File: config.mk
export PLATFORM = sky130hd
export DESIGN_NAME = weight_loader
export DESIGN_NICKNAME = d
export VERILOG_FILES = /design/src/rtl/wrot_ctrl_pkg.sv /design/src/rtl/wrot_beat_pkg.sv /design/src/rtl/weight_loader.sv
export VERILOG_INCLUDE_DIRS = /design/src /design/src/rtl
export SDC_FILE = /design/constraint.sdc
export NUM_CORES = 1
export LEC_CHECK = 0
export BUFFER_PORTS_ARGS = -buffer_cell sky130_fd_sc_hd__buf_2
export CORE_ASPECT_RATIO = 1.2
export CORE_MARGIN = 10
export CORE_UTILIZATION = 60
export CTS_CLUSTER_SIZE = 8
export DETAILED_ROUTE_END_ITERATION = 8
export PLACE_DENSITY = 0.83
export SYNTH_ARGS = -nofsm -noshare
export SYNTH_HDL_FRONTEND = slang
export SYNTH_SLANG_ARGS = --single-unit
File: constraint.sdc
create_clock -name aclk -period 11.2 [get_ports aclk]
set_input_delay 0 -clock aclk [delete_from_list [all_inputs] [get_ports aclk]]
set_output_delay 0 -clock aclk [all_outputs]
set_load 0.03 [all_outputs]
File: src/rtl/wrot_cfg.svh
`ifndef WROT_CFG_SVH
`define WROT_CFG_SVH

// beat geometry.
`define WROT_CORES       4
`define WROT_KW_MAX      3
`define WROT_WORD_WIDTH  8
`define WROT_BEAT_WIDTH  (`WROT_CORES * `WROT_KW_MAX * `WROT_WORD_WIDTH)

`define WROT_BANK_DEPTH  64   // weight beats per bank half.
`define WROT_IN_CREDITS  4
`define WROT_OUT_CREDITS 4

// header field widths, kh*cin must fit in one bank.
`define WROT_KH_BITS     2
`define WROT_CIN_BITS    4
`define WROT_COLS_BITS   5
`define WROT_BLOCKS_BITS 3

`define WROT_USER_WIDTH  5

`endif
File: src/rtl/wrot_ctrl_pkg.sv
package wrot_ctrl_pkg;

  typedef enum logic [1:0] {
    load_header,
    load_weights,
    load_wait_bank   // target half still owned by the replayer.
  } load_state_e;

  typedef enum logic [1:0] {
    replay_idle,
    replay_config,
    replay_run,
    replay_release
  } replay_state_e;

endpackage

File: src/rtl/wrot_beat_pkg.sv
`include "wrot_cfg.svh"

package wrot_beat_pkg;

  // header fields, all stored as value minus one.
  typedef logic [`WROT_KH_BITS-1:0]     kh_t;
  typedef logic [`WROT_CIN_BITS-1:0]    cin_t;
  typedef logic [`WROT_COLS_BITS-1:0]   cols_t;
  typedef logic [`WROT_BLOCKS_BITS-1:0] blocks_t;

  // bit positions inside m_user.
  typedef enum logic [$clog2(`WROT_USER_WIDTH)-1:0] {
    user_config       = 0,
    user_top_block    = 1,
    user_bottom_block = 2,
    user_cin_last     = 3,
    user_cols_last    = 4
  } wrot_user_e;

endpackage

File: src/rtl/weight_loader.sv
`timescale 1ns/1ps
`include "wrot_cfg.svh"

module weight_loader
  import wrot_beat_pkg::*;
  import wrot_ctrl_pkg::*;
(
  input  logic                                aclk,
  input  logic                                rst_n,
  input  logic                                s_valid,
  input  logic [`WROT_BEAT_WIDTH-1:0]         s_data,
  output logic                                s_credit,
  output logic                                wr_en,
  output logic                                wr_bank,
  output logic [$clog2(`WROT_BANK_DEPTH)-1:0] wr_addr,
  output logic [`WROT_BEAT_WIDTH-1:0]         wr_data,
  output logic [1:0]                          bank_ready,
  output kh_t     [1:0]                       hdr_kh_1,
  output cin_t    [1:0]                       hdr_cin_1,
  output cols_t   [1:0]                       hdr_cols_1,
  output blocks_t [1:0]                       hdr_blocks_1,
  input  logic [1:0]                          bank_release
);

  localparam int AW = $clog2(`WROT_BANK_DEPTH);
  localparam int FW = $clog2(`WROT_IN_CREDITS);

  logic [`WROT_BEAT_WIDTH-1:0] fifo_mem [`WROT_IN_CREDITS];
  logic [FW-1:0]               fifo_wptr;
  logic [FW-1:0]               fifo_rptr;
  logic [FW:0]                 fifo_count;
  logic [`WROT_BEAT_WIDTH-1:0] head;
  logic                        pop;
  load_state_e                 state;
  logic                        cur_bank;
  logic                        nxt_bank;
  logic [1:0]                  full;
  logic [AW-1:0]               beat_addr;
  logic [AW-1:0]               last_addr;
  logic [AW:0]                 n_beats;
  logic                        last_beat;
  kh_t                         in_kh;
  cin_t                        in_cin;
  cols_t                       in_cols;
  blocks_t                     in_blocks;

  assign head = fifo_mem[fifo_rptr];
  assign {in_blocks, in_cols, in_cin, in_kh} =
    head[`WROT_KH_BITS+`WROT_CIN_BITS+`WROT_COLS_BITS+`WROT_BLOCKS_BITS-1:0];
  assign n_beats = (AW+1)'((32'(in_kh) + 1) * (32'(in_cin) + 1));

  assign pop       = (fifo_count != '0) && (state != load_wait_bank);
  assign s_credit  = pop;   // a freed slot goes straight back upstream.
  assign wr_en     = pop && (state == load_weights);
  assign wr_bank   = cur_bank;
  assign wr_addr   = beat_addr;
  assign wr_data   = head;
  assign last_beat = wr_en && (beat_addr == last_addr);
  assign nxt_bank  = ~cur_bank;

  always_ff @(posedge aclk) begin
    if (s_valid) begin
      fifo_mem[fifo_wptr] <= s_data;
    end
  end

  always_ff @(posedge aclk or negedge rst_n) begin
    if (!rst_n) begin
      fifo_wptr  <= '0;
      fifo_rptr  <= '0;
      fifo_count <= '0;
    end else begin
      if (s_valid) fifo_wptr <= fifo_wptr + 1'b1;
      if (pop) fifo_rptr <= fifo_rptr + 1'b1;
      fifo_count <= fifo_count + (FW+1)'(s_valid) - (FW+1)'(pop);
    end
  end

  always_ff @(posedge aclk or negedge rst_n) begin
    if (!rst_n) begin
      state      <= load_header;
      cur_bank   <= 1'b0;
      beat_addr  <= '0;
      last_addr  <= '0;
      bank_ready <= '0;
      full       <= '0;
    end else begin
      bank_ready <= last_beat ? (2'b01 << cur_bank) : 2'b00;
      full       <= (full & ~bank_release) | (last_beat ? (2'b01 << cur_bank) : 2'b00);
      case (state)
        load_header: if (pop) begin
          beat_addr <= '0;
          last_addr <= AW'(n_beats - 1'b1);
          state     <= load_weights;
        end
        load_weights: if (pop) begin
          beat_addr <= beat_addr + 1'b1;
          if (beat_addr == last_addr) begin
            cur_bank <= nxt_bank;
            state    <= (full[nxt_bank] && !bank_release[nxt_bank]) ? load_wait_bank
                                                                     : load_header;
          end
        end
        load_wait_bank: if (!full[cur_bank]) state <= load_header;
        default: state <= load_header;
      endcase
    end
  end

  // header is held per half until the replayer gives it back.
  always_ff @(posedge aclk) begin
    if (pop && state == load_header) begin
      hdr_kh_1[cur_bank]     <= in_kh;
      hdr_cin_1[cur_bank]    <= in_cin;
      hdr_cols_1[cur_bank]   <= in_cols;
      hdr_blocks_1[cur_bank] <= in_blocks;
    end
  end

endmodule

==> results.txt <==
Outcome - finished clean
Max Freq - 0.188 GHz
Post-CTS sizing - 0
Clock buffer depth - 3
CTS tree - built
Mapped cell area - 16300 um2
Worst-path fanout max - 50
RSZ-0062 raised after global routing - no
Endpoints failing setup - 0
Routed Antenna Nets - 0
Setup_tns - 0 ns
Post-DR vias/cell - 5.82
Row count - 66
Worst Path Required - 11.67 ns
Most used routing layer - met2
Finished Layout Cells - 1431
Number of antenna violations at the first check in global routing - 2
Synth cell count leaders - 412 x edfxtp_1, 96 x mux4_2, 26 x dfrtp_1, 17 x ha_1, 17 x inv_1
DR iter-0 viols - 630
Tmin final - 5.31 ns
Post-synth top area share - 75.8%
GPL Wtd Cong - 0.801
Layout Nets - 1200
Yosys reg bits - 438
Syn Nets - 820
Die X - 171 um
First-pass GRT wire length - 54700 um
CTS clock-pin slew for the worst setup and hold paths - 0.05 ns
Primary FF master, synth - edfxtp_1
Max Slew Vio Count - 0
DRC Markers - 0
Met3 Track Usage GR - 5.12%
Num CTS Buffers - 60
Reg area - 13000 um2
Die height - 201 um
Worst skew pair latency - 0.57 ns
Placed Cells - 1253
Synth Warn # - 0
Met1 GRT Util - 25.1%
Crit path launch type - flip-flop
Total Routing Usage GR - 20.9%
Max cap viols - 0
Share of layout cells above drive strength 1 - 38.0%
Port bufs - 235
Vias in the first global route - 9137
Worst vdd ir - 277 uV
Fin Clk Skew - 0.0123 ns
Remaining Overflow, GRT - 0
Clock sinks - 438
Wirelength per Cell - 24.6 um
Top cells by area, synth - edfxtp_1 76%, mux4_2 13%, dfrtp_1 4.0%
Final hold viol count - 0
Pwr dens - 304 nW/um2
Sequential area share after synthesis - 79.8%
Root buffer cell - clkbuf_16
Post-synth ARST share - 5.94%
DRT Wirelength - 35200 um
I/O Pins - 236
Worst slew pin tran - 1.10 ns
Crit. End Element - flip-flop
Post-synthesis cell type count - 37
Core area - 27000 um2
CP Data Arrival Time - 5.78 ns
Total via count in the routed design - 8327
Most common cell in the netlist - edfxtp_1
Area of the die - 34200 um2
Layout overhead on the synthesized area - 25.8%
Area leader, netlist - edfxtp_1
Met2 usage - 35.7%
Syn Area/Cell - 23.4 um2
Post-synthesis cell count - 697
Setup CP Type - flip-flop to flip-flop
Area of the multi-input gates - 3140 um2
Hold WC Path Type - primary input to flip-flop
Fin crit share - 47.4%
Rel. slew slack - 26.5%
Leakage power - 7.37 nW
Largest net degree at the start of global routing - 77
Htree depth - 2
Initial core utilization - 60.4%
Hpwl dp - 19700 um
Pre-Repair DR Iteration Count - 5
Layout fillers - 1402
Post-synth EDFFs - 412
## cell families after synthesis
group / share of synthesized area (%)
flip-flops: 79.8
multiplexers: 13.6
AND/OR/NAND/NOR: 1.50
buffers and inverters: 1.07
AO/OA/AOI/OAI: 0.951
adder cells (fa/ha/maj): 1.92
XOR/XNOR: 1.10
## cells in the final DEF (no fill, tap or decap), types with 4 or more instances in the layout
cell / count
nand2_1: 16
buf_4: 6
buf_2: 235
a21oi_1: 6
nor2_1: 8
nand3_1: 4
mux4_2: 96
fa_1: 5
ha_1: 17
dfrtp_1: 24
and2_4: 4
inv_1: 17
o21ai_0: 9
edfxtp_1: 412
clkbuf_16: 62
clkbuf_1: 10
xnor2_1: 12
xor2_1: 6
dlygate4sd3_1: 101
## flip-flops by register name, indices dropped and copies added (netlist names)
signal        cells
last_addr         6
full              2
wr_bank           1
state             2
bank_ready        2
wr_addr           6
hdr_cin_1         8
fifo_mem        384
fifo_rptr         2
hdr_blocks_1      6
fifo_count        3
hdr_kh_1          4
fifo_wptr         2
hdr_cols_1       10
## worst max-delay path: stages, from the launching register on
cell,delay [ns]
dfrtp_4,1.05
buf_4,0.88
mux4_2,0.70
xor2_1,0.24
nand2_1,0.08
ha_1,0.30
fa_1,0.53
inv_1,0.04
ha_1,0.32
a21o_1,0.18
a21oi_1,0.16
xnor2_1,0.16
xnor3_1,0.35
o31ai_2,0.18
## power breakdown
group	switching, mW	total (mW)	internal, mW
clock	0.606	1.58	0.970
sequential	0.173	2.34	2.16
combinational	1.41	2.33	0.923
## final timing paths
path                                               start  slack (ns)  cells after the start                        to
worst max-delay path            fifo_rptr[0]$_DFFE_PN0P_        5.89                     13  last_addr[5]$_DFFE_PN0P_
worst min-delay path                     bank_release[1]        0.18                      3         full[1]$_DFF_PN0_
worst max register to register  fifo_rptr[0]$_DFFE_PN0P_        5.89                     13  last_addr[5]$_DFFE_PN0P_
worst min register to register   fifo_count[2]$_DFF_PN0_        0.50                      1   fifo_count[2]$_DFF_PN0_
max in group asynchronous                          rst_n       10.54                      4  fifo_rptr[0]$_DFFE_PN0P_
min in group asynchronous                          rst_n        0.49                      4   fifo_count[0]$_DFF_PN0_
## layer usage
layer | vias up | wire (um)
met3 | 76 | 2550
met1 | 4258 | 12900
met4 | 0 | 1110
met5 | - | 0
li1 | 3626 | -
met2 | 367 | 18600
## metrics by stage
stage	setup WS, ns	total power, mW	hold slack (ns)	utilization, %	cell area (um2)
floorplan	6.79	4.07	-0.296	-	16300
finish	5.89	6.24	0.182	76.0	20500
detailed placement	5.71	4.68	0.0338	66.2	17900
CTS	5.71	6.29	0.147	76.0	20500
global placement	5.73	4.63	0.0287	66.2	17900
global route	5.42	6.56	0.183	76.0	20500
## area by class of cell
cell class                 count  area share, %
clock buffer                  72           7.74
timing repair buffer         343           11.0
antenna                        2         0.0244
inverter                      17          0.311
tap                          340           2.07
clock inverter                 2         0.0975
multi-input combinational    217           15.3
sequential                   438           63.5
## what timing repair did
item,CTS,global route
endpoints found under the hold margin,416,0
hold buffers,102,0
buffers inserted,0,0
(Power assumes the default switching activity.)
