`src/rtl/wrot_cfg.svh`:
```
`ifndef WROT_CFG_SVH
`define WROT_CFG_SVH

// beat geometry.
`define WROT_CORES       4
`define WROT_KW_MAX      3
`define WROT_WORD_WIDTH  8
`define WROT_BEAT_WIDTH  (`WROT_CORES * `WROT_KW_MAX * `WROT_WORD_WIDTH)

`define WROT_BANK_DEPTH  64   // weight beats per bank half.
`define WROT_IN_CREDITS  4
`define WROT_OUT_CREDITS 4

// header field widths, kh*cin must fit in one bank.
`define WROT_KH_BITS     2
`define WROT_CIN_BITS    4
`define WROT_COLS_BITS   5
`define WROT_BLOCKS_BITS 3

`define WROT_USER_WIDTH  5

`endif
```
`src/rtl/wrot_ctrl_pkg.sv`:
```
package wrot_ctrl_pkg;

  typedef enum logic [1:0] {
    load_header,
    load_weights,
    load_wait_bank   // target half still owned by the replayer.
  } load_state_e;

  typedef enum logic [1:0] {
    replay_idle,
    replay_config,
    replay_run,
    replay_release
  } replay_state_e;

endpackage

```
`src/rtl/wrot_beat_pkg.sv`:
```
`include "wrot_cfg.svh"

package wrot_beat_pkg;

  // header fields, all stored as value minus one.
  typedef logic [`WROT_KH_BITS-1:0]     kh_t;
  typedef logic [`WROT_CIN_BITS-1:0]    cin_t;
  typedef logic [`WROT_COLS_BITS-1:0]   cols_t;
  typedef logic [`WROT_BLOCKS_BITS-1:0] blocks_t;

  // bit positions inside m_user.
  typedef enum logic [$clog2(`WROT_USER_WIDTH)-1:0] {
    user_config       = 0,
    user_top_block    = 1,
    user_bottom_block = 2,
    user_cin_last     = 3,
    user_cols_last    = 4
  } wrot_user_e;

endpackage

```
`src/rtl/weight_replayer.sv`:
```
`timescale 1ns/1ps
`include "wrot_cfg.svh"

module weight_replayer
  import wrot_beat_pkg::*;
  import wrot_ctrl_pkg::*;
(
  input  logic                                aclk,
  input  logic                                rst_n,
  input  logic [1:0]                          bank_ready,
  output logic [1:0]                          bank_release,
  input  kh_t     [1:0]                       hdr_kh_1,
  input  cin_t    [1:0]                       hdr_cin_1,
  input  cols_t   [1:0]                       hdr_cols_1,
  input  blocks_t [1:0]                       hdr_blocks_1,
  output logic                                rd_en,
  output logic                                rd_bank,
  output logic [$clog2(`WROT_BANK_DEPTH)-1:0] rd_addr,
  input  logic [`WROT_BEAT_WIDTH-1:0]         rd_data,
  input  logic                                m_credit,
  output logic                                m_valid,
  output logic [`WROT_BEAT_WIDTH-1:0]         m_data,
  output logic [`WROT_USER_WIDTH-1:0]         m_user,
  output logic                                m_last
);

  localparam int AW = $clog2(`WROT_BANK_DEPTH);
  localparam int CW = $clog2(`WROT_OUT_CREDITS + 1);

  replay_state_e state;
  logic          cur_bank;
  logic [1:0]    pending;
  logic [CW-1:0] credits;
  logic          issue;
  logic          kern_end;
  logic          col_end;
  logic          all_end;
  logic [AW-1:0] addr;
  kh_t           kh_cnt;
  cin_t          cin_cnt;
  cols_t         col;
  blocks_t       blk;
  kh_t           kh_1;
  cin_t          cin_1;
  cols_t         cols_1;
  blocks_t       blocks_1;

  assign kh_1     = hdr_kh_1[cur_bank];
  assign cin_1    = hdr_cin_1[cur_bank];
  assign cols_1   = hdr_cols_1[cur_bank];
  assign blocks_1 = hdr_blocks_1[cur_bank];

  // a credit is taken when the beat is issued, not when it leaves.
  assign issue    = (credits != '0) && (state == replay_config || state == replay_run);
  assign rd_en    = issue && (state == replay_run);
  assign rd_bank  = cur_bank;
  assign rd_addr  = addr;
  assign kern_end = (kh_cnt == kh_1) && (cin_cnt == cin_1);
  assign col_end  = kern_end && (col == cols_1);
  assign all_end  = col_end && (blk == blocks_1);

  assign m_data = m_user[user_config] ? `WROT_BEAT_WIDTH'({blocks_1, cols_1, cin_1, kh_1})
                                      : rd_data;

  always_ff @(posedge aclk or negedge rst_n) begin
    if (!rst_n) begin
      credits <= CW'(`WROT_OUT_CREDITS);
    end else begin
      credits <= credits - CW'(issue) + CW'(m_credit);
    end
  end

  always_ff @(posedge aclk or negedge rst_n) begin
    if (!rst_n) begin
      state        <= replay_idle;
      cur_bank     <= 1'b0;
      pending      <= '0;
      bank_release <= '0;
      addr         <= '0;
      kh_cnt       <= '0;
      cin_cnt      <= '0;
      col          <= '0;
      blk          <= '0;
    end else begin
      bank_release <= '0;
      pending      <= pending | bank_ready;
      case (state)
        replay_idle: if (pending[cur_bank]) state <= replay_config;   // halves alternate.
        replay_config: if (issue) begin
          addr    <= '0;
          kh_cnt  <= '0;
          cin_cnt <= '0;
          col     <= '0;
          blk     <= '0;
          state   <= replay_run;
        end
        replay_run: if (issue) begin
          addr   <= addr + 1'b1;
          kh_cnt <= kh_cnt + 1'b1;
          if (kh_cnt == kh_1) begin
            kh_cnt  <= '0;
            cin_cnt <= cin_cnt + 1'b1;
          end
          if (kern_end) begin
            cin_cnt <= '0;
            addr    <= '0;   // reread the kernel for the next column.
            col     <= col + 1'b1;
          end
          if (col_end) begin
            col <= '0;
            blk <= blk + 1'b1;
          end
          if (all_end) state <= replay_release;
        end
        replay_release: begin
          bank_release[cur_bank] <= 1'b1;
          pending[cur_bank]      <= 1'b0;
          cur_bank               <= ~cur_bank;
          state                  <= replay_idle;
        end
        default: state <= replay_idle;
      endcase
    end
  end

  // flags line up with rd_data one cycle after the read.
  always_ff @(posedge aclk or negedge rst_n) begin
    if (!rst_n) begin
      m_valid <= 1'b0;
      m_last  <= 1'b0;
      m_user  <= '0;
    end else begin
      m_valid <= issue;
      m_last  <= rd_en && all_end;
      if (issue) begin
        m_user[user_config]       <= (state == replay_config);
        m_user[user_top_block]    <= rd_en && (blk == '0);
        m_user[user_bottom_block] <= rd_en && (blk == blocks_1);
        m_user[user_cin_last]     <= rd_en && (cin_cnt == cin_1);
        m_user[user_cols_last]    <= rd_en && (col == cols_1);
      end
    end
  end

endmodule

```
`config.mk`:
```
export PLATFORM = sky130hd
export DESIGN_NAME = weight_replayer
export DESIGN_NICKNAME = d
export VERILOG_FILES = /design/src/rtl/wrot_ctrl_pkg.sv /design/src/rtl/wrot_beat_pkg.sv /design/src/rtl/weight_replayer.sv
export VERILOG_INCLUDE_DIRS = /design/src /design/src/rtl
export SDC_FILE = /design/constraint.sdc
export NUM_CORES = 1
export LEC_CHECK = 0
export BUFFER_PORTS_ARGS = -buffer_cell sky130_fd_sc_hd__buf_4
export CAP_MARGIN = 15
export CORE_ASPECT_RATIO = 2
export CORE_MARGIN = 4
export CORE_UTILIZATION = 39
export CTS_CLUSTER_SIZE = 14
export DETAILED_ROUTE_END_ITERATION = 8
export HOLD_SLACK_MARGIN = 0.06
export PLACE_DENSITY = 0.79
export SLEW_MARGIN = 15
export SYNTH_ARGS = -nofsm -noshare
export SYNTH_HDL_FRONTEND = slang
export SYNTH_SLANG_ARGS = --single-unit
export TNS_END_PERCENT = 20
```
`constraint.sdc`:
```
create_clock -name aclk -period 3 [get_ports aclk]
set_clock_uncertainty 0.1 [all_clocks]
set_input_delay 0.3 -clock aclk [delete_from_list [all_inputs] [get_ports aclk]]
set_output_delay 0.3 -clock aclk [all_outputs]
set_load 0.01 [all_outputs]
```
==> metrics.txt <==
Global Route Usage Sum=0.279; Cell Rows=44; fin crit share=0.899; setup bufs post-CTS=0; Core ar.=7270 um^2; Synth Register Bits=37; largest net degree at the start of global routing=78; status=complete, no violations; global placer's final weighted congestion=0.918; worst hold slack=126 ps; Mapped Area=2910 um^2; switching part of the total power=0.461; layer with the highest usage=met2; WL/cell=19.1 um; die area=8980 um^2; Die Width=69.1 um; Setup Slack @ Placement=416 ps; vias in the first global route=3429; Starting Density=0.400; Worst IR Drop VDD=0.000562 V; P_sw=1.79 mW; clock power share=0.136; crit-path max cell delay=580 ps; Die Y=130 um; Worst Tran Pin Value=756 ps; I/O Pins=242; WP buf/inv=1; Cell Int Power=2.09 mW; syn nets=490; synthesized area per cell=8.36 um^2; Finish-stage setup viols=0; critical-path cell list=buf_4, mux2i_1, xnor2_1, nor4_2, nand4_1, a311o_1; H-tree levels=2; drt first pass iters=4; final setup margin=302 ps; WP data required=3070 ps; min cycle time layout=2700 ps; slowest CP cell=nor4_2; Slew Limit Fails=0; RSZ-0062 raised after global routing=false; CTS sink cnt=37; Net count, final=724; Final Hold Fails=0; Filler Cell Count=668; Root Buffer=clkbuf_16; grt ovf=0; Layout Cells excl Fill=675; Critical Path End Type=flop; worst hold path type=in2reg; CTS buffer count=5; global-route wire length before repair=19200 um; clk slew on worst S/H paths=60 ps; Crit Path Class=reg2reg; met1 Use GR=0.357; Synth cell types=44; PD cells=786 nW/um^2; post-layout util=0.680; CP top delay family=simple AND/OR/NAND/NOR gates; met3 Use GR=0.0833; Critical Path AT=2760 ps; Placed Area=4790 um^2; initial antenna violation count=0; fmax=0.371 GHz; Post-Syn Instances=348; Buffers on Ports=241; P&R area growth vs syn=70.0%; critical path launch point type=flop; Ys Warns=0; Sequential Area=931 um^2; post-DP HPWL=11100 um; met2 Usage GRT=0.450; Setup TNS=0 ps; CTS tree=yes; Final Cell Area=4940 um^2; worst-path maximum fanout=11; sequential fraction of the synthesis area=0.319; Power, Total=3.89 mW; initial drt markers=154; DRT Wirelength=12900 um; worst rel slew slack=0.496; Max-cap violations=0; ANT nets after route=0; post_cts resized=0; DRC violations left=0; layout cell share with drive strength beyond 1=0.458; Clock Latency Late Sink=290 ps; total number of vias=3520; DP Cell Count=666; Via-to-Cell Ratio=5.21; area of the multi-input gates=1840 um^2; part of the power in registers=0.222; n_diodes=0; Bufs on Longest Clock Path=2; Leak=2.54 nW; Comb pwr share=0.642
==> placed cells by master (no fill, tap or decap), drive strengths merged, types with 2 or more instances in the layout <==
cell    instances
a31o            2
a22o            7
nor3            6
xor2            2
and3            2
mux2            4
buf           247
a32o            3
nor2b          86
nand2          25
xnor2          17
nor4            2
a21oi          20
ha             12
nor2           30
mux2i          16
dfrtp          36
clkbuf          5
or2             2
or3             2
and2            2
nand4           6
inv            13
o21ai          14
nand3           7
==> flip-flops by register name, summed over array words and instances (netlist names), 3 cells and up <==
register / count
credits: 3
blk: 3
cin_cnt: 4
col: 5
m_user: 5
rd_addr: 6
==> what timing repair did <==
item / CTS / global route
endpoints found under the setup margin: 0 / 0
hold endpoints to repair: 36 / 0
hold buffers: 1 / 0
==> per-layer routing <==
metal  wire (um)  up-vias
met1        4930     1610
met3        1550       22
met2        6120      255
met4         332        0
li1            -     1633
met5           0        -
==> cells in the mapped netlist (all sizes together) <==
cell type	instances	area (um^2)
dfrtp	36	901
fa	1	20.0
a32oi	1	8.76
and3	2	12.5
nor3	6	30.0
xnor2	17	149
dfstp	1	26.3
mux2i	16	164
nor2b	86	538
and2	2	12.5
buf	4	30.0
mux2	4	45.0
clkbuf	17	63.8
a22o	7	61.3
o32a	1	10.0
nand2	25	93.8
nand3	7	35.0
nand3b	1	7.51
o211ai	1	7.51
nor4	2	18.8
nor3b	1	7.51
o21a	1	7.51
or2	2	12.5
inv	12	45.0
o21ai	14	81.3
a32o	3	30.0
xor2	2	17.5
a311o	1	10.0
a21oi	20	100
o31ai	1	7.51
ha	12	150
and4b	1	10.0
nand4	6	37.5
a31o	2	17.5
or3	2	12.5
nor2	30	115
or4	1	11.3
==> worst min-delay path, cell delays in order <==
cell	delay [ps]
buf_4	80
nor2_1	30
nor2_1	70
==> final timing paths <==
| check | start | slack (ps) | end | depth (start not counted) |
|---|---|---|---|---|
| min reg2reg | pending[1] | 400 | pending[1] | 2 |
| min in group asynchronous | rst_n | 410 | m_user[0] | 2 |
| max in group asynchronous | rst_n | 2030 | m_user[0] | 2 |
| max reg2reg | rd_bank | 300 | blk[1] | 6 |
| min | bank_ready[1] | 130 | pending[1] | 3 |
| max | rd_bank | 300 | blk[1] | 6 |
==> cell families after synthesis <==
logic type | count (synthesis) | share of synthesized area
DFF | 37 | 0.319
muxes | 20 | 0.0719
buffers and inverters | 33 | 0.0478
AOI/OAI and AO/OA | 52 | 0.117
adders and majority gates | 13 | 0.0585
xor gates and xnor gates | 19 | 0.0572
and+or+nand+nor | 174 | 0.328
==> area by class of cell <==
cell class / count / share of cell area
inverters: 12 / 0.00911
clock inverters: 3 / 0.00430
multi-input cells: 278 / 0.373
well taps: 92 / 0.0233
clock buffers: 5 / 0.0253
flip-flops and latches: 37 / 0.188
repair buffers: 248 / 0.377
==> power groups by stage <==
stage / registers, mW / logic, mW / clock network (mW)
2_1_floorplan: 0.763 / 1.51 / 0
3_3_place_gp: 0.856 / 2.42 / 0
3_5_place_dp: 0.870 / 2.48 / 0
4_1_cts: 0.861 / 2.50 / 0.533
5_1_grt: 0.888 / 2.72 / 0.550
6_report: 0.864 / 2.49 / 0.529
Power figures use the tool's default switching activity.
